==> src/logic/ifu_pkg.sv <==
package ifu_pkg;

    // bus and datapath widths
    typedef logic [31:0] addr_t;      // byte address, fetch path and AXI
    typedef logic [31:0] instr_t;     // one RV32 instruction word
    typedef logic [63:0] axi_data_t;  // one read beat, two instruction lanes
    typedef logic [1:0]  axi_resp_t;  // 2'b00 is OKAY, anything else faults

    // first fetch address after reset
    localparam addr_t RESET_PC = 32'h8000_0000;

    // sequential step, no compressed instructions
    localparam int INSTR_BYTES = 4;

    // fetch buffer entries between bridge and decode
    localparam int FETCH_DEPTH = 2;

    // arprot for fetch
    // bit 0 unprivileged, bit 1 secure, bit 2 instruction access
    localparam logic [2:0] AXI_PROT_FETCH = 3'b100;

    // read bridge states
    // gray-style walk, only one bit changes per transition
    typedef enum logic [1:0] {
        RD_IDLE    = 2'b00,  // waiting for a fetch request
        RD_AR_WAIT = 2'b01,  // arvalid up, waiting for arready
        RD_R_WAIT  = 2'b11,  // rready up, waiting for rvalid
        RD_DONE    = 2'b10   // result registered, rsp pulse out
    } rd_state_e;

endpackage

==> src/logic/fetch_pc_gen.sv <==
`timescale 1ns/1ps

module fetch_pc_gen (
    input  logic           clock,
    input  logic           reset,             // async, active low
    input  logic           redirect_valid_i,  // one-cycle pulse
    input  ifu_pkg::addr_t redirect_pc_i,     // new stream start
    input  logic           req_ready_i,       // bridge can take a request
    output logic           req_valid_o,       // request offered
    output ifu_pkg::addr_t req_pc_o           // address of the offered request
);
    import ifu_pkg::*;

    addr_t pc_q;      // program counter, next address to fetch
    addr_t pc_inc;    // sequential successor
    logic  valid_q;   // out of reset, always offering
    logic  req_fire;  // request handed to the bridge this cycle

    assign req_fire = req_valid_o && req_ready_i;
    assign pc_inc   = pc_q + addr_t'(INSTR_BYTES);

    // request valid comes up one cycle after reset release
    // and then stays up, the bridge does the throttling
    always_ff @(posedge clock or negedge reset) begin
        if (!reset) begin
            valid_q <= 1'b0;
        end else begin
            valid_q <= 1'b1;
        end
    end

    // pc update
    // redirect first, then increment on an accepted request
    always_ff @(posedge clock or negedge reset) begin
        if (!reset) begin
            pc_q <= RESET_PC;
        end else if (redirect_valid_i) begin
            pc_q <= redirect_pc_i;     // new stream, overrides the step
        end else if (req_fire) begin
            pc_q <= pc_inc;            // next word in sequence
        end
    end

    assign req_valid_o = valid_q;
    assign req_pc_o    = pc_q;         // held while not accepted

    // address must not move under a pending request
    // unless decode redirected the stream
    property p_req_pc_hold;
        @(posedge clock) disable iff (!reset)
        (req_valid_o && !req_ready_i && !redirect_valid_i) |=> $stable(req_pc_o);
    endproperty

    a_req_pc_hold : assert property (p_req_pc_hold)
        else $error("fetch_pc_gen: req_pc_o changed while request pending");

endmodule

==> src/logic/axi_rd_master.sv <==
`timescale 1ns/1ps

module axi_rd_master (
    input  logic                clock,
    input  logic                reset,        // async, active low
    // fetch request from the pc generator
    input  logic                req_valid_i,
    output logic                req_ready_o,
    input  ifu_pkg::addr_t      req_pc_i,
    // buffer side
    input  logic                has_space_i,  // room for one more result
    input  logic                flush_i,      // redirect, drop in-flight read
    output logic                rsp_valid_o,  // one-cycle pulse
    output ifu_pkg::instr_t     rsp_instr_o,
    output ifu_pkg::addr_t      rsp_pc_o,
    output logic                rsp_fault_o,
    // AXI4-Lite read address channel
    input  logic                m_arready_i,
    output logic                m_arvalid_o,
    output ifu_pkg::addr_t      m_araddr_o,
    output logic [2:0]          m_arprot_o,
    // AXI4-Lite read data channel
    input  logic                m_rvalid_i,
    output logic                m_rready_o,
    input  ifu_pkg::axi_data_t  m_rdata_i,
    input  ifu_pkg::axi_resp_t  m_rresp_i
);
    import ifu_pkg::*;

    rd_state_e state_q, state_d;
    logic      ar_valid, r_ready;   // decoded from state
    logic      req_fire;            // request taken in idle
    logic      r_fire;              // R handshake
    logic      drop_q;              // in-flight read belongs to a flushed stream
    addr_t     addr_q;              // captured fetch address
    instr_t    lane;                // word picked out of the beat

    assign req_fire = req_valid_i && req_ready_o;
    assign r_fire   = m_rvalid_i && r_ready;

    // take a request only when idle, with room reserved and no redirect
    // in the same cycle, otherwise the old address would slip through
    assign req_ready_o = (state_q == RD_IDLE) && has_space_i && !flush_i;

    // state register
    always_ff @(posedge clock or negedge reset) begin
        if (!reset) begin
            state_q <= RD_IDLE;
        end else begin
            state_q <= state_d;
        end
    end

    // next state
    always_comb begin
        state_d = state_q;
        case (state_q)
            RD_IDLE: begin
                if (req_fire) state_d = RD_AR_WAIT;
            end
            RD_AR_WAIT: begin
                if (m_arready_i) state_d = RD_R_WAIT;   // address accepted
            end
            RD_R_WAIT: begin
                if (m_rvalid_i) state_d = RD_DONE;      // beat arrives
            end
            RD_DONE: begin
                state_d = RD_IDLE;                      // one cycle for the rsp pulse
            end
            default: begin
                state_d = RD_IDLE;
            end
        endcase
    end

    // channel handshakes per state
    always_comb begin
        case (state_q)
            RD_AR_WAIT: begin
                ar_valid = 1'b1;
                r_ready  = 1'b0;
            end
            RD_R_WAIT: begin
                ar_valid = 1'b0;
                r_ready  = 1'b1;
            end
            default: begin               // idle and done are quiet
                ar_valid = 1'b0;
                r_ready  = 1'b0;
            end
        endcase
    end

    // address capture at request time, AR is driven from here
    always_ff @(posedge clock) begin
        if (req_fire) begin
            addr_q <= req_pc_i;
        end
    end

    // drop marker
    always_ff @(posedge clock or negedge reset) begin
        if (!reset) begin
            drop_q <= 1'b0;
        end else if (req_fire) begin
            drop_q <= 1'b0;              // fresh read
        end else if (flush_i && (state_q == RD_AR_WAIT || state_q == RD_R_WAIT)) begin
            drop_q <= 1'b1;              // finish on the bus, discard data
        end
    end

    // bit 2 selects upper or lower word of the 64-bit beat
    assign lane = addr_q[2] ? m_rdata_i[63:32] : m_rdata_i[31:0];

    // result registers
    always_ff @(posedge clock) begin
        if (r_fire) begin
            rsp_instr_o <= lane;
            rsp_fault_o <= (m_rresp_i != 2'b00);   // slverr or decerr
        end
    end

    // response pulse, flush in the R cycle itself also kills it
    always_ff @(posedge clock or negedge reset) begin
        if (!reset) begin
            rsp_valid_o <= 1'b0;
        end else begin
            rsp_valid_o <= r_fire && !drop_q && !flush_i;
        end
    end

    assign rsp_pc_o    = addr_q;          // still valid in RD_DONE
    assign m_arvalid_o = ar_valid;
    assign m_araddr_o  = addr_q;          // stable for the whole AR wait
    assign m_arprot_o  = AXI_PROT_FETCH;
    assign m_rready_o  = r_ready;

    // once raised, arvalid and araddr hold until arready
    property p_ar_hold;
        @(posedge clock) disable iff (!reset)
        (m_arvalid_o && !m_arready_i) |=> (m_arvalid_o && $stable(m_araddr_o));
    endproperty

    a_ar_hold : assert property (p_ar_hold)
        else $error("axi_rd_master: AR dropped or changed before arready");

    // rready only while a read is waiting for its beat
    a_rready_state : assert property (
        @(posedge clock) disable iff (!reset)
        m_rready_o |-> (state_q == RD_R_WAIT))
        else $error("axi_rd_master: rready outside RD_R_WAIT");

endmodule

==> src/logic/fetch_buffer.sv <==
`timescale 1ns/1ps

module fetch_buffer (
    input  logic            clock,
    input  logic            reset,          // async, active low
    input  logic            flush_i,        // redirect empties everything
    // write side, from the read bridge
    input  logic            wr_valid_i,
    input  ifu_pkg::instr_t wr_instr_i,
    input  ifu_pkg::addr_t  wr_pc_i,
    input  logic            wr_fault_i,
    output logic            has_space_o,    // fewer than FETCH_DEPTH held
    // decode side
    output logic            instr_valid_o,
    input  logic            instr_ready_i,
    output ifu_pkg::instr_t instr_o,
    output ifu_pkg::addr_t  instr_pc_o,
    output logic            instr_fault_o
);
    import ifu_pkg::*;

    typedef logic [$clog2(FETCH_DEPTH)-1:0]   ptr_t;
    typedef logic [$clog2(FETCH_DEPTH+1)-1:0] cnt_t;

    instr_t mem_instr [FETCH_DEPTH];   // entry storage
    addr_t  mem_pc    [FETCH_DEPTH];
    logic   mem_fault [FETCH_DEPTH];

    ptr_t wr_ptr_q, rd_ptr_q;
    cnt_t count_q;
    logic push, pop;

    assign push = wr_valid_i && !flush_i;        // flushed data never lands
    assign pop  = instr_valid_o && instr_ready_i;

    // entry write
    always_ff @(posedge clock) begin
        if (push) begin
            mem_instr[wr_ptr_q] <= wr_instr_i;
            mem_pc[wr_ptr_q]    <= wr_pc_i;
            mem_fault[wr_ptr_q] <= wr_fault_i;
        end
    end

    // pointers and count, push and pop may share a cycle
    always_ff @(posedge clock or negedge reset) begin
        if (!reset) begin
            wr_ptr_q <= '0;
            rd_ptr_q <= '0;
            count_q  <= '0;
        end else if (flush_i) begin
            wr_ptr_q <= '0;
            rd_ptr_q <= '0;
            count_q  <= '0;                    // drop all held entries
        end else begin
            if (push) begin
                wr_ptr_q <= (wr_ptr_q == ptr_t'(FETCH_DEPTH - 1)) ? '0 : wr_ptr_q + 1'b1;
            end
            if (pop) begin
                rd_ptr_q <= (rd_ptr_q == ptr_t'(FETCH_DEPTH - 1)) ? '0 : rd_ptr_q + 1'b1;
            end
            if (push && !pop) begin
                count_q <= count_q + 1'b1;
            end else if (pop && !push) begin
                count_q <= count_q - 1'b1;
            end
        end
    end

    assign has_space_o   = (count_q < cnt_t'(FETCH_DEPTH));
    assign instr_valid_o = (count_q != '0);
    assign instr_o       = mem_instr[rd_ptr_q];   // head entry
    assign instr_pc_o    = mem_pc[rd_ptr_q];
    assign instr_fault_o = mem_fault[rd_ptr_q];

    // bridge reserves a slot before each read, so a write never finds it full
    a_no_overflow : assert property (
        @(posedge clock) disable iff (!reset)
        wr_valid_i |-> (count_q < cnt_t'(FETCH_DEPTH)))
        else $error("fetch_buffer: write while full");

endmodule

==> src/logic/ifu_top.sv <==
`timescale 1ns/1ps

module ifu_top (
    input  logic                clock,
    input  logic                reset,             // async, active low
    // redirect from execute
    input  logic                redirect_valid_i,
    input  ifu_pkg::addr_t      redirect_pc_i,
    // decode port
    output logic                instr_valid_o,
    input  logic                instr_ready_i,
    output ifu_pkg::instr_t     instr_o,
    output ifu_pkg::addr_t      instr_pc_o,
    output logic                instr_fault_o,
    // AXI4-Lite read master
    input  logic                m_arready_i,
    output logic                m_arvalid_o,
    output ifu_pkg::addr_t      m_araddr_o,
    output logic [2:0]          m_arprot_o,
    input  logic                m_rvalid_i,
    output logic                m_rready_o,
    input  ifu_pkg::axi_data_t  m_rdata_i,
    input  ifu_pkg::axi_resp_t  m_rresp_i
);
    import ifu_pkg::*;

    logic   req_valid, req_ready;  // generator to bridge
    addr_t  req_pc;
    logic   rsp_valid, rsp_fault;  // bridge to buffer
    instr_t rsp_instr;
    addr_t  rsp_pc;
    logic   has_space;             // buffer to bridge

    fetch_pc_gen fetch_pc_gen_i (
        .clock            (clock),
        .reset            (reset),
        .redirect_valid_i (redirect_valid_i),
        .redirect_pc_i    (redirect_pc_i),
        .req_ready_i      (req_ready),
        .req_valid_o      (req_valid),
        .req_pc_o         (req_pc)
    );

    axi_rd_master axi_rd_master_i (
        .clock       (clock),
        .reset       (reset),
        .req_valid_i (req_valid),
        .req_ready_o (req_ready),
        .req_pc_i    (req_pc),
        .has_space_i (has_space),
        .flush_i     (redirect_valid_i),   // in-flight read gets dropped
        .rsp_valid_o (rsp_valid),
        .rsp_instr_o (rsp_instr),
        .rsp_pc_o    (rsp_pc),
        .rsp_fault_o (rsp_fault),
        .m_arready_i (m_arready_i),
        .m_arvalid_o (m_arvalid_o),
        .m_araddr_o  (m_araddr_o),
        .m_arprot_o  (m_arprot_o),
        .m_rvalid_i  (m_rvalid_i),
        .m_rready_o  (m_rready_o),
        .m_rdata_i   (m_rdata_i),
        .m_rresp_i   (m_rresp_i)
    );

    fetch_buffer fetch_buffer_i (
        .clock         (clock),
        .reset         (reset),
        .flush_i       (redirect_valid_i),  // empties held entries
        .wr_valid_i    (rsp_valid),
        .wr_instr_i    (rsp_instr),
        .wr_pc_i       (rsp_pc),
        .wr_fault_i    (rsp_fault),
        .has_space_o   (has_space),
        .instr_valid_o (instr_valid_o),
        .instr_ready_i (instr_ready_i),
        .instr_o       (instr_o),
        .instr_pc_o    (instr_pc_o),
        .instr_fault_o (instr_fault_o)
    );

endmodule

==> config.mk <==
export PLATFORM = sky130hd
export DESIGN_NAME = ifu_top
export DESIGN_NICKNAME = d
export VERILOG_FILES = /design/src/logic/ifu_pkg.sv /design/src/logic/fetch_pc_gen.sv /design/src/logic/axi_rd_master.sv /design/src/logic/fetch_buffer.sv /design/src/logic/ifu_top.sv
export SDC_FILE = /design/constraint.sdc
export NUM_CORES = 1
export LEC_CHECK = 0
export BUFFER_PORTS_ARGS = -buffer_cell sky130_fd_sc_hd__buf_2
export CAP_MARGIN = 20
export CORE_MARGIN = 4
export CORE_UTILIZATION = 30
export DETAILED_ROUTE_END_ITERATION = 12
export SETUP_SLACK_MARGIN = 0.15
export SYNTH_ARGS = -nofsm -noshare
export SYNTH_HDL_FRONTEND = slang
export SYNTH_SLANG_ARGS = --single-unit
==> constraint.sdc <==
create_clock -name clock -period 6.7 [get_ports clock]
set_input_delay 1.34 -clock clock [delete_from_list [all_inputs] [get_ports clock]]
set_output_delay 1.34 -clock clock [all_outputs]
set_load 0.1 [all_outputs]
==> metrics.yaml, run 1 <==
effective_utilization_at_floorplan: 0.3044
slew_headroom: 0.3019
clock_sink_count: 236
layout_skew_ns: 0.01567
number_of_enable_flip_flop_cells_after_synthesis: 195
drtIter0Drc: 269
finalHoldViolations: 0
post_cts_resized: 0
grt_first_pass_wirelength_um: 31570
antenna_found_initial: 0
synth_cells: 554
timing.final.crit_share: 0.5583
power-per-cell-area_nw_per_um2: 315.3
ctsLongestPathBuffers: 3
drv_slew: 0
top_cell_type_by_total_area_after_synthesis: "sky130_fd_sc_hd__edfxtp_1"
setup-tns-final_ns: 0
hold_path_class: "flip-flop to flip-flop"
p_total_mw: 3.666
postRouteWirelength_um: 21380
die_w_um: 184.2
fmax_ghz: 0.2673
worstSkewPairLatency_ns: 0.52
post_drt_wl_per_cell_um: 18.03
grt_overflow_total: 0
internal_power_mw: 2.636
clock_root_buffer: "sky130_fd_sc_hd__clkbuf_16"
required_time_reported_for_the_critical_path_endpoint_ns: 5.36
max_slew.worst_pin.slew_ns: 1.047
synth_cell_type_count: 45
multi_input_area_um2: 2325
synthesis.yosys.warnings: 0
syn_area_um2: 9310
worstPathCellList: "mux2_2, buf_2"
finalWorstPathRequiredPeriod_ns: 3.741
final_cell_count_no_fill: 1186
critPathMaxFanout: 66
part_of_the_power_in_the_clock_network: 0.370
dpl.cell_count: 1138
post_cts_hold_buffer_count: 0
syn_area_per_cell_um2: 16.81
areaGrowthSynthToFinish_pct: 24.86
cts_post_setup_buffers_inserted: 0
regArea_um2: 6887
cts-buffers-inserted: 27
ys_seq_elements: 236
via_count: 5429
critical_path_cell_with_the_highest_stage_delay: "sky130_fd_sc_hd__dfrtp_4"
pin_count: 207
detail_route.first_pass.iterations: 4
final-setup-viol-count: 0
crit_type: "flip-flop to primary output"
place_hpwl_um: 14000
grt_start_max_net_pins: 67
cts-htree-levels: 1
synth-async-reset-ratio: 0.1737
max_stage_delay_ns: 1.09
vias_in_the_first_global_route: 5369
startpoint_type: "flip-flop"
core.rowCount: 64
place.gp.congestion: 0.7989
status: "complete, no violations"
yosys_most_used_dff: "sky130_fd_sc_hd__edfxtp_1"
net-switching-power_mw: 1.030
maxCapViolations: 0
setup.worst_path.end_class: "primary output"
floorplan.core_area_um2: 30590
irDropWorstVdd_v: 0.0002304
synth_largest_type_area_fraction: 0.6289
die-height_um: 184.2
rsz_0062_raised_after_global_routing: "false"
num_antenna_cells: 0
synth_area_leaders: "sky130_fd_sc_hd__edfxtp_1 (63%), sky130_fd_sc_hd__mux2_2 (12%), sky130_fd_sc_hd__dfrtp_1 (11%)"
viasPerCell: 4.578
cts.clk_slew.worst_paths_ns: 0.06
port_buffers: 203
final_antenna_net_count: 0
ys_seq_area_frac: 0.7393
arrival_ns: 2.40
route.detailed.drc: 0
n_fill_cell: 2917
power.leakage_nw: 4.264
power_frac_seq: 0.492
tritoncts: "built"
final_nets: 877
floorplan.die_area_um2: 33920
layout_cell_share_with_drive_strength_beyond_1: 0.4544
power.share.switching: 0.2810
power_frac_comb: 0.139
groute.usage.overall: 0.1199
cells by family after synthesis:
family,synth area share
mux,0.1278
compound gates,0.02500
other cells,0.0008066
simple gates,0.07230
xor+xnor,0.01975
fa+ha+maj,0.001344
flops,0.7393
buf+inv,0.01371
cells in the mapped netlist, drive strengths merged, types with 2 or more instances:
cell	count
dfrtp	40
nor4	5
or3	3
nand3b	3
mux2	103
nor3	8
clkbuf	12
conb	2
nand3	13
nand2	35
edfxtp	195
or2	2
and2	2
nor2	16
and3	6
nor3b	4
nand4	12
o311ai	3
a221o	2
nor4b	3
or4	2
inv	7
buf	11
and4	3
mux2i	3
a21oi	3
xnor2	11
a21o	2
o21ai	21
xor2	10
o211ai	3
flip-flops by register name (all words and copies together) (netlist names), 2 cells and up:
name / flops
fetch_buffer_i.mem_fault: 2
axi_rd_master_i.m_araddr_o: 32
axi_rd_master_i.rsp_instr_o: 32
axi_rd_master_i.state_q: 2
fetch_buffer_i.count_q: 2
fetch_pc_gen_i.req_pc_o: 32
fetch_buffer_i.mem_instr: 64
fetch_buffer_i.mem_pc: 64
power groups by stage:
stage	Clock [mW]	Combinational (mW)	Sequential, mW
2_1_floorplan	0	0.288	1.91
3_3_place_gp	0	0.512	1.83
3_5_place_dp	0	0.514	1.83
4_1_cts	1.40	0.515	1.80
5_1_grt	1.47	0.539	1.82
6_report	1.35	0.509	1.80
layer usage:
metal | share of wire | wire (µm) | track usage
met1 | 0.43 | 9183 | 0.1622
met2 | 0.47 | 10050 | 0.1981
met3 | 0.080 | 1710 | 0.02625
met4 | 0.021 | 444 | 0.02928
met5 | 0 | 0 | 0
through the flow:
step / utilization / setup WS (ns) / instance area [µm²] / hold WS [ns]
6_report: 0.3800 / 2.960 / 11620 / 0.4397
5_1_grt: 0.3800 / 2.799 / 11620 / 0.4500
3_3_place_gp: 0.3529 / 3.021 / 10790 / 0.4216
2_1_floorplan: - / 1.894 / 9323 / 0.4211
3_5_place_dp: 0.3529 / 2.924 / 10790 / 0.4290
4_1_cts: 0.3794 / 2.859 / 11600 / 0.4429
worst max-delay path, delay by kind of cell, from the launching register on:
family                 cells  cell delay, ns
buffers and inverters      1            0.46
flip-flops                 1            1.09
multiplexers               1            0.30
final timing paths:
kind / start / to / slack (ns) / cells after the start
max in group asynchronous: reset / fetch_pc_gen_i.req_pc_o[31]$_DFFE_PN1P_ / 5.53 / 2
min in group asynchronous: reset / fetch_pc_gen_i.req_pc_o[22]$_DFFE_PN0P_ / 0.66 / 1
hold reg to reg: axi_rd_master_i.rsp_instr_o[9]$_DFFE_PN_ / fetch_buffer_i.mem_instr[0][9]$_DFFE_PP_ / 0.44 / 0
setup / recovery: fetch_buffer_i.rd_ptr_q$_DFFE_PN0P_ / instr_pc_o[28] / 2.96 / 2
setup reg to reg: axi_rd_master_i.state_q[1]$_DFFE_PN0P_ / fetch_pc_gen_i.req_pc_o[21]$_DFFE_PN0P_ / 4.10 / 5
hold / removal: axi_rd_master_i.rsp_instr_o[9]$_DFFE_PN_ / fetch_buffer_i.mem_instr[0][9]$_DFFE_PP_ / 0.44 / 0
layout by cell type (no fill, tap or decap), types with 4 or more instances in the layout:
cell type                   instances
sky130_fd_sc_hd__nor2_1            16
sky130_fd_sc_hd__nand2_1           35
sky130_fd_sc_hd__clkbuf_16         27
sky130_fd_sc_hd__clkbuf_1          10
sky130_fd_sc_hd__edfxtp_1         195
sky130_fd_sc_hd__mux2_2           103
sky130_fd_sc_hd__inv_1              7
sky130_fd_sc_hd__nand4_1           12
sky130_fd_sc_hd__nor3_1             8
sky130_fd_sc_hd__dfrtp_1           39
sky130_fd_sc_hd__conb_1             4
sky130_fd_sc_hd__buf_2            203
sky130_fd_sc_hd__o21ai_0           17
sky130_fd_sc_hd__xor2_1            10
sky130_fd_sc_hd__nand3_1           13
sky130_fd_sc_hd__and3_1             4
sky130_fd_sc_hd__o21ai_1            4
sky130_fd_sc_hd__buf_4              6
sky130_fd_sc_hd__xnor2_1           11
cell type report:
cell class,count,area share
multi-input combinational,290,0.2000
clock inverter,8,0.006027
inverter,7,0.002260
sequential,236,0.5924
timing repair buffer,210,0.09299
clock buffer,39,0.06372
tap,396,0.04262
(Power assumes the default switching activity.)
==> inputs of run 2 (changes only) <==
==> constraint.sdc (replaced) <==
create_clock -name clock -period 3.4 [get_ports clock]
set_input_delay 0.68 -clock clock [delete_from_list [all_inputs] [get_ports clock]]
set_output_delay 0.68 -clock clock [all_outputs]
set_load 0.1 [all_outputs]
==> metrics.yaml, run 2 (synthesized netlist as in run 1, its figures left out) <==
power_frac_seq: 0.488  # -0.004
floorplan.die_area_um2: 33920  # unchanged
dpl.cell_count: 1142  # +0.35%
cts.clk_slew.worst_paths_ns: 0.06  # about the same
floorplan.core_area_um2: 30590  # unchanged
die_w_um: 184.2  # unchanged
crit_type: "flip-flop to primary output"
maxCapViolations: 0  # unchanged
max_stage_delay_ns: 0.63  # -0.46 ns
commonest_cells_after_routing_fill_and_taps_aside: "sky130_fd_sc_hd__buf_2 (203), sky130_fd_sc_hd__edfxtp_1 (195), sky130_fd_sc_hd__mux2_2 (103)"
power.share.switching: 0.2839  # +0.002880
crit_start: "fetch_buffer_i.rd_ptr_q$_DFFE_PN0P_"
hold_start: "redirect_pc_i[6]"
final-setup-viol-count: 0  # unchanged
worstPathCellList: "buf_12, mux2_2, buf_2"
reg2reg_from: "axi_rd_master_i.state_q[1]$_DFFE_PN0P_"
part_of_the_power_in_the_clock_network: 0.371  # about the same
startpoint_type: "flip-flop"
groute.usage.overall: 0.1211  # +0.001221
finalHoldViolations: 0  # unchanged
final_antenna_net_count: 0  # unchanged
hold_path_class: "input port to flip-flop"
critical_path_cell_with_the_highest_stage_delay: "sky130_fd_sc_hd__dfrtp_4"
rsz_0062_raised_after_global_routing: "false"
p_total_mw: 7.255  # +98%
finalWorstPathRequiredPeriod_ns: 2.901
grt_first_pass_wirelength_um: 31800  # +0.74%
status: "complete, no violations"
fmax_ghz: 0.3448
place_hpwl_um: 14430  # +3.0%
finish.instance_area_um2: 11710  # +0.72%
timing.final.crit_share: 0.8531
net-switching-power_mw: 2.059  # +100%
worstSkewPairLatency_ns: 0.52  # about the same
cts-buffers-inserted: 27  # unchanged
detailed_place.area_um2: 10850  # +0.51%
cts-htree-levels: 1  # unchanged
viasPerCell: 4.556  # -0.48%
postRouteWirelength_um: 21460  # +0.35%
grt_overflow_total: 0  # unchanged
core.rowCount: 64  # unchanged
place.gp.congestion: 0.7679  # -3.9%
route.detailed.drc: 0  # unchanged
power-per-cell-area_nw_per_um2: 619.6  # +96%
layout_cell_share_with_drive_strength_beyond_1: 0.4617  # +0.007301
vias_in_the_first_global_route: 5364  # -0.093%
irDropWorstVdd_v: 0.0004262  # +85%
required_time_reported_for_the_critical_path_endpoint_ns: 2.72  # -2.64 ns
drtIter0Drc: 291  # +8.2%
internal_power_mw: 5.195  # +97%
power_frac_comb: 0.140  # about the same
areaGrowthSynthToFinish_pct: 25.76
die-height_um: 184.2  # unchanged
num_antenna_cells: 0  # unchanged
mostFrequentLayoutCell: "sky130_fd_sc_hd__buf_2"
max_slew.worst_pin.slew_ns: 0.9555  # -0.09163 ns
via_count: 5435  # +0.11%
clock_sink_count: 236  # unchanged
setup.worst_path.end_class: "primary output"
setup-tns-final_ns: 0  # unchanged
port_buffers: 203  # unchanged
clock_root_buffer: "sky130_fd_sc_hd__clkbuf_16"
antenna_found_initial: 0  # unchanged
effective_utilization_at_floorplan: 0.3044  # unchanged
drv_slew: 0  # unchanged
n_fill_cell: 2926  # +0.31%
grt_start_max_net_pins: 53  # -21%
final_cell_count_no_fill: 1193  # +0.59%
layout_skew_ns: 0.006992  # -0.008682 ns
final_nets: 882  # +0.57%
critPathMaxFanout: 50  # -24%
largestRegisters: "fetch_buffer_i.mem_instr x64, fetch_buffer_i.mem_pc x64"
post_drt_wl_per_cell_um: 17.99  # -0.24%
detail_route.first_pass.iterations: 5  # +1
slew_headroom: 0.3630  # +0.06109
ctsLongestPathBuffers: 3  # unchanged
arrival_ns: 2.22  # -0.18 ns
power.leakage_nw: 4.316  # +1.2%
pin_count: 207  # unchanged
tritoncts: "built"
-- run 2: changes by cell type in the layout (fill, tap and decap cells not counted), sizes merged --
cell	delta
inv	+1
dlygate4sd3	+1
clkinv	+8
buf	+4
clkinvlp	-1
clkbuf	-6
-- run 2: worst paths after layout --
check	to	slack [ns]	depth (start not counted)
setup / recovery	instr_o[27]	0.50	3
hold / removal	fetch_pc_gen_i.req_pc_o[6]$_DFFE_PN0P_	0.36	3
setup reg to reg	fetch_pc_gen_i.req_pc_o[21]$_DFFE_PN0P_	0.82	5
hold reg to reg	fetch_buffer_i.mem_instr[0][3]$_DFFE_PP_	0.44	0
max in group asynchronous	fetch_pc_gen_i.req_pc_o[31]$_DFFE_PN1P_	2.42	3
min in group asynchronous	fetch_pc_gen_i.req_pc_o[15]$_DFFE_PN0P_	0.50	2
-- run 2: area by class of cell --
class                   instances  area (µm²)  share of cell area
flip-flops and latches        236        6887              0.5882
multi-input cells             290        2325              0.1985
repair buffers                215        1146             0.09788
clock buffers                  33       718.2             0.06134
well taps                     396       495.5             0.04232
clock inverters                16       111.4            0.009511
inverters                       7       26.28            0.002244
-- run 2: power by group through the flow --
| stage | Sequential, mW | Clock [mW] | Combinational [mW] |
|---|---|---|---|
| floorplan | 3.77 | 0 | 0.569 |
| global placement | 3.59 | 0 | 1.02 |
| detailed placement | 3.61 | 0 | 1.03 |
| CTS | 3.55 | 2.80 | 1.03 |
| global route | 3.57 | 2.92 | 1.08 |
| finish | 3.54 | 2.69 | 1.02 |
-- run 2: timing repair --
| item | in CTS | in global routing |
|---|---|---|
| hold buffers | 0 | 1 |
| gates resized for setup | 0 | 0 |
| hold endpoints to repair | 0 | 3 |
| setup buffers | 0 | 0 |
-- run 2: routing by layer --
| metal | GRT usage | vias to the layer above | wire length [µm] |
|---|---|---|---|
| met3 | 0.02349 | 33 | 1435 |
| met4 | 0.02780 | 0 | 359 |
| met5 | 0 | - | 0 |
| met1 | 0.1628 | 2656 | 9146 |
| li1 | - | 2565 | - |
| met2 | 0.2044 | 181 | 10520 |
-- run 2: through the flow --
| stage | hold slack, ns | utilization | setup WS [ns] |
|---|---|---|---|
| 6_report | 0.3623 | 0.3828 | 0.4994 |
| 5_1_grt | 0.3479 | 0.3828 | 0.4006 |
| 4_1_cts | 0.3303 | 0.3818 | 0.4264 |
| 3_5_place_dp | 0.4310 | 0.3547 | 0.8212 |
| 3_3_place_gp | 0.4226 | 0.3547 | 0.8597 |
| 2_1_floorplan | 0.3844 | - | 0.1788 |
-- run 2: critical path, delay by kind of cell (launching register included) --
kind | cells | cell delay, ns
DFF | 1 | 0.63
buffers and inverters | 2 | 0.59
muxes | 1 | 0.39
==> inputs of run 3 (changes only) <==
--- a/config.mk
+++ b/config.mk
@@ -7,7 +7,6 @@
 export LEC_CHECK = 0
 export BUFFER_PORTS_ARGS = -buffer_cell sky130_fd_sc_hd__buf_2
 export CAP_MARGIN = 20
-export CORE_MARGIN = 4
 export CORE_UTILIZATION = 30
 export DETAILED_ROUTE_END_ITERATION = 12
 export SETUP_SLACK_MARGIN = 0.15
==> metrics.yaml, run 3 (synthesized netlist as in run 1, its figures left out) <==
grt_start_max_net_pins: 53  # unchanged
effective_utilization_at_floorplan: 0.3044  # unchanged
final-setup-viol-count: 0  # unchanged
place_ws_ns: 0.8437  # +0.02248 ns
final_antenna_net_count: 0  # unchanged
core.rowCount: 64  # unchanged
viasPerCell: 4.526  # -0.64%
die-height_um: 178.2  # -3.3%
drtIter0Drc: 329  # +13%
mostFrequentLayoutCell: "sky130_fd_sc_hd__buf_2"
maxCapViolations: 0  # unchanged
post_cts_resized: 0  # unchanged
layout_cell_share_with_drive_strength_beyond_1: 0.4580  # -0.003764
finalWorstPathRequiredPeriod_ns: 2.881  # -0.01951 ns
max_stage_delay_ns: 0.66  # +0.03 ns
areaGrowthSynthToFinish_pct: 25.88  # about the same
place.gp.congestion: 0.7808  # +1.7%
groute.usage.overall: 0.1264  # +0.005319
route.detailed.drc: 0  # unchanged
antenna_found_initial: 1  # +1
worst_reg_to_reg_setup_slack_ns: 0.82  # about the same
vias_in_the_first_global_route: 5220  # -2.7%
largestRegisters: "fetch_buffer_i.mem_instr x64, fetch_buffer_i.mem_pc x64"
floorplan.core_area_um2: 30590  # unchanged
detailed_place.area_um2: 10890  # +0.37%
cts.clk_slew.worst_paths_ns: 0.06  # about the same
crit_type: "flip-flop to primary output"
irDropWorstVdd_v: 0.0005127  # +20%
port_buffers: 203  # unchanged
num_antenna_cells: 0  # unchanged
setup.worst_path.end_class: "primary output"
net-switching-power_mw: 2.039  # -1.0%
reg2reg_from: "axi_rd_master_i.state_q[1]$_DFFE_PN0P_"
internal_power_mw: 5.227  # +0.61%
power.leakage_nw: 4.321  # about the same
power.share.switching: 0.2806  # -0.003269
worst-path-buf-inv: 2  # unchanged
finalHoldViolations: 0  # unchanged
startpoint_type: "flip-flop"
die_w_um: 178.2  # -3.3%
grt_first_pass_wirelength_um: 30300  # -4.7%
place_hpwl_um: 13980  # -3.1%
ctsLongestPathBuffers: 3  # unchanged
post_cts_hold_buffer_count: 0  # unchanged
power_frac_seq: 0.488  # about the same
clock_root_buffer: "sky130_fd_sc_hd__clkbuf_16"
cts-htree-levels: 1  # unchanged
finish.instance_area_um2: 11720  # about the same
power-per-cell-area_nw_per_um2: 619.9  # about the same
worstPathCellList: "buf_4, mux2_2, buf_2"
worst_setup_path_endpoint: "instr_pc_o[11]"
floorplan.die_area_um2: 31740  # -6.4%
fmax_ghz: 0.3471  # +0.68%
pin_count: 207  # unchanged
part_of_the_power_in_the_clock_network: 0.372  # about the same
timing.critical_path.depth: 3  # unchanged
critPathMaxFanout: 24  # -52%
post_drt_wl_per_cell_um: 17.06  # -5.1%
drv_slew: 0  # unchanged
arrival_ns: 2.20  # -0.02 ns
worstSkewPairLatency_ns: 0.53  # about the same
layout_skew_ns: 0.01302  # +0.006028 ns
commonest_cells_after_routing_fill_and_taps_aside: "sky130_fd_sc_hd__buf_2 (203), sky130_fd_sc_hd__edfxtp_1 (195), sky130_fd_sc_hd__mux2_2 (103)"
reg2reg_depth: 5  # unchanged
worst_case_setup_margin_in_the_final_layout_ns: 0.5189  # +0.01951 ns
rsz_0062_raised_after_global_routing: "false"
status: "complete, no violations"
critical_path_cell_with_the_highest_stage_delay: "sky130_fd_sc_hd__dfrtp_4"
hold_path_class: "input port to asynchronous set/reset pin"
grt_overflow_total: 0  # unchanged
tritoncts: "built"
critical_path.reg2reg.endpoint: "fetch_pc_gen_i.req_pc_o[21]$_DFFE_PN0P_"
crit_start: "fetch_buffer_i.rd_ptr_q$_DFFE_PN0P_"
setup-tns-final_ns: 0  # unchanged
max_slew.worst_pin.slew_ns: 0.9682  # +0.01278 ns
via_count: 5400  # -0.64%
cts_post_setup_buffers_inserted: 0  # unchanged
cpLargestDelayFamily: "flip-flops"
detail_route.first_pass.iterations: 4  # -1
power_frac_comb: 0.140  # about the same
clock_sink_count: 236  # unchanged
required_time_reported_for_the_critical_path_endpoint_ns: 2.72  # about the same
final_nets: 882  # unchanged
timing.final.crit_share: 0.8474  # -0.005739
cts-buffers-inserted: 27  # unchanged
postRouteWirelength_um: 20360  # -5.1%
slew_headroom: 0.3545  # -0.008521
## run 3: cell types whose count changed in the layout (fill, tap and decap cells not counted), moves of 2 or more
cell	change
sky130_fd_sc_hd__clkbuf_1	+2
sky130_fd_sc_hd__clkbuf_8	-2
sky130_fd_sc_hd__clkinv_2	-2
sky130_fd_sc_hd__clkinvlp_4	-2
sky130_fd_sc_hd__clkinv_1	+2
## run 3: worst min path at each step
stage / to / depth (start not counted) / slack (ns)
finish: fetch_pc_gen_i.req_pc_o[14]$_DFFE_PN0P_ / 1 / 0.30
global route: fetch_pc_gen_i.req_pc_o[22]$_DFFE_PN0P_ / 2 / 0.34
floorplan: axi_rd_master_i.drop_q$_DFFE_PN0P_ / 0 / 0.38
CTS: fetch_pc_gen_i.req_pc_o[14]$_DFFE_PN0P_ / 1 / 0.32
detailed placement: fetch_buffer_i.mem_instr[1][12]$_DFFE_PP_ / 0 / 0.43
global placement: fetch_buffer_i.mem_instr[0][5]$_DFFE_PP_ / 0 / 0.42
## run 3: final cells by class
type / count / area [µm²]
fillers: 2894 / 18870
multi-input cells: 290 / 2325
clock buffers: 33 / 698.2
repair buffers: 215 / 1156
inverters: 7 / 26.28
flip-flops and latches: 236 / 6887
well taps: 396 / 495.5
clock inverters: 16 / 132.6
## run 3: stage by stage
| stage | power [mW] | hold slack [ns] | utilization | std cells |
|---|---|---|---|---|
| CTS | 7.366 | 0.3249 | 0.3831 | 1193 |
| global placement | 4.614 | 0.4226 | 0.3560 | 1144 |
| finish | 7.266 | 0.3046 | 0.3831 | 1193 |
| detailed placement | 4.633 | 0.4310 | 0.3560 | 1144 |
| floorplan | 4.336 | 0.3844 | - | 556 |
| global route | 7.531 | 0.3442 | 0.3831 | 1193 |
## run 3: layer usage
layer  wire length, µm  GRT usage  vias to the layer above
met4               584    0.03811                        0
met1              8591     0.1652                     2601
met2              9680     0.2090                      193
met5                 0          0                        -
met3              1500    0.02771                       38
li1                  -          -                     2568
## run 3: worst reg2reg max path: stages (launching register included)
cell	delay [ns]
sky130_fd_sc_hd__dfrtp_1	0.46
sky130_fd_sc_hd__or4b_4	0.62
sky130_fd_sc_hd__or4_1	0.73
sky130_fd_sc_hd__nor3_1	0.30
sky130_fd_sc_hd__xor2_1	0.09
sky130_fd_sc_hd__mux2_2	0.27
## run 3: power by group through the flow
stage	clock, mW	combinational, mW	sequential [mW]
after floorplan	0	0.569	3.77
after global placement	0	1.02	3.59
after detailed placement	0	1.03	3.61
after CTS	2.79	1.03	3.55
after global routing	2.88	1.08	3.57
final	2.71	1.02	3.54
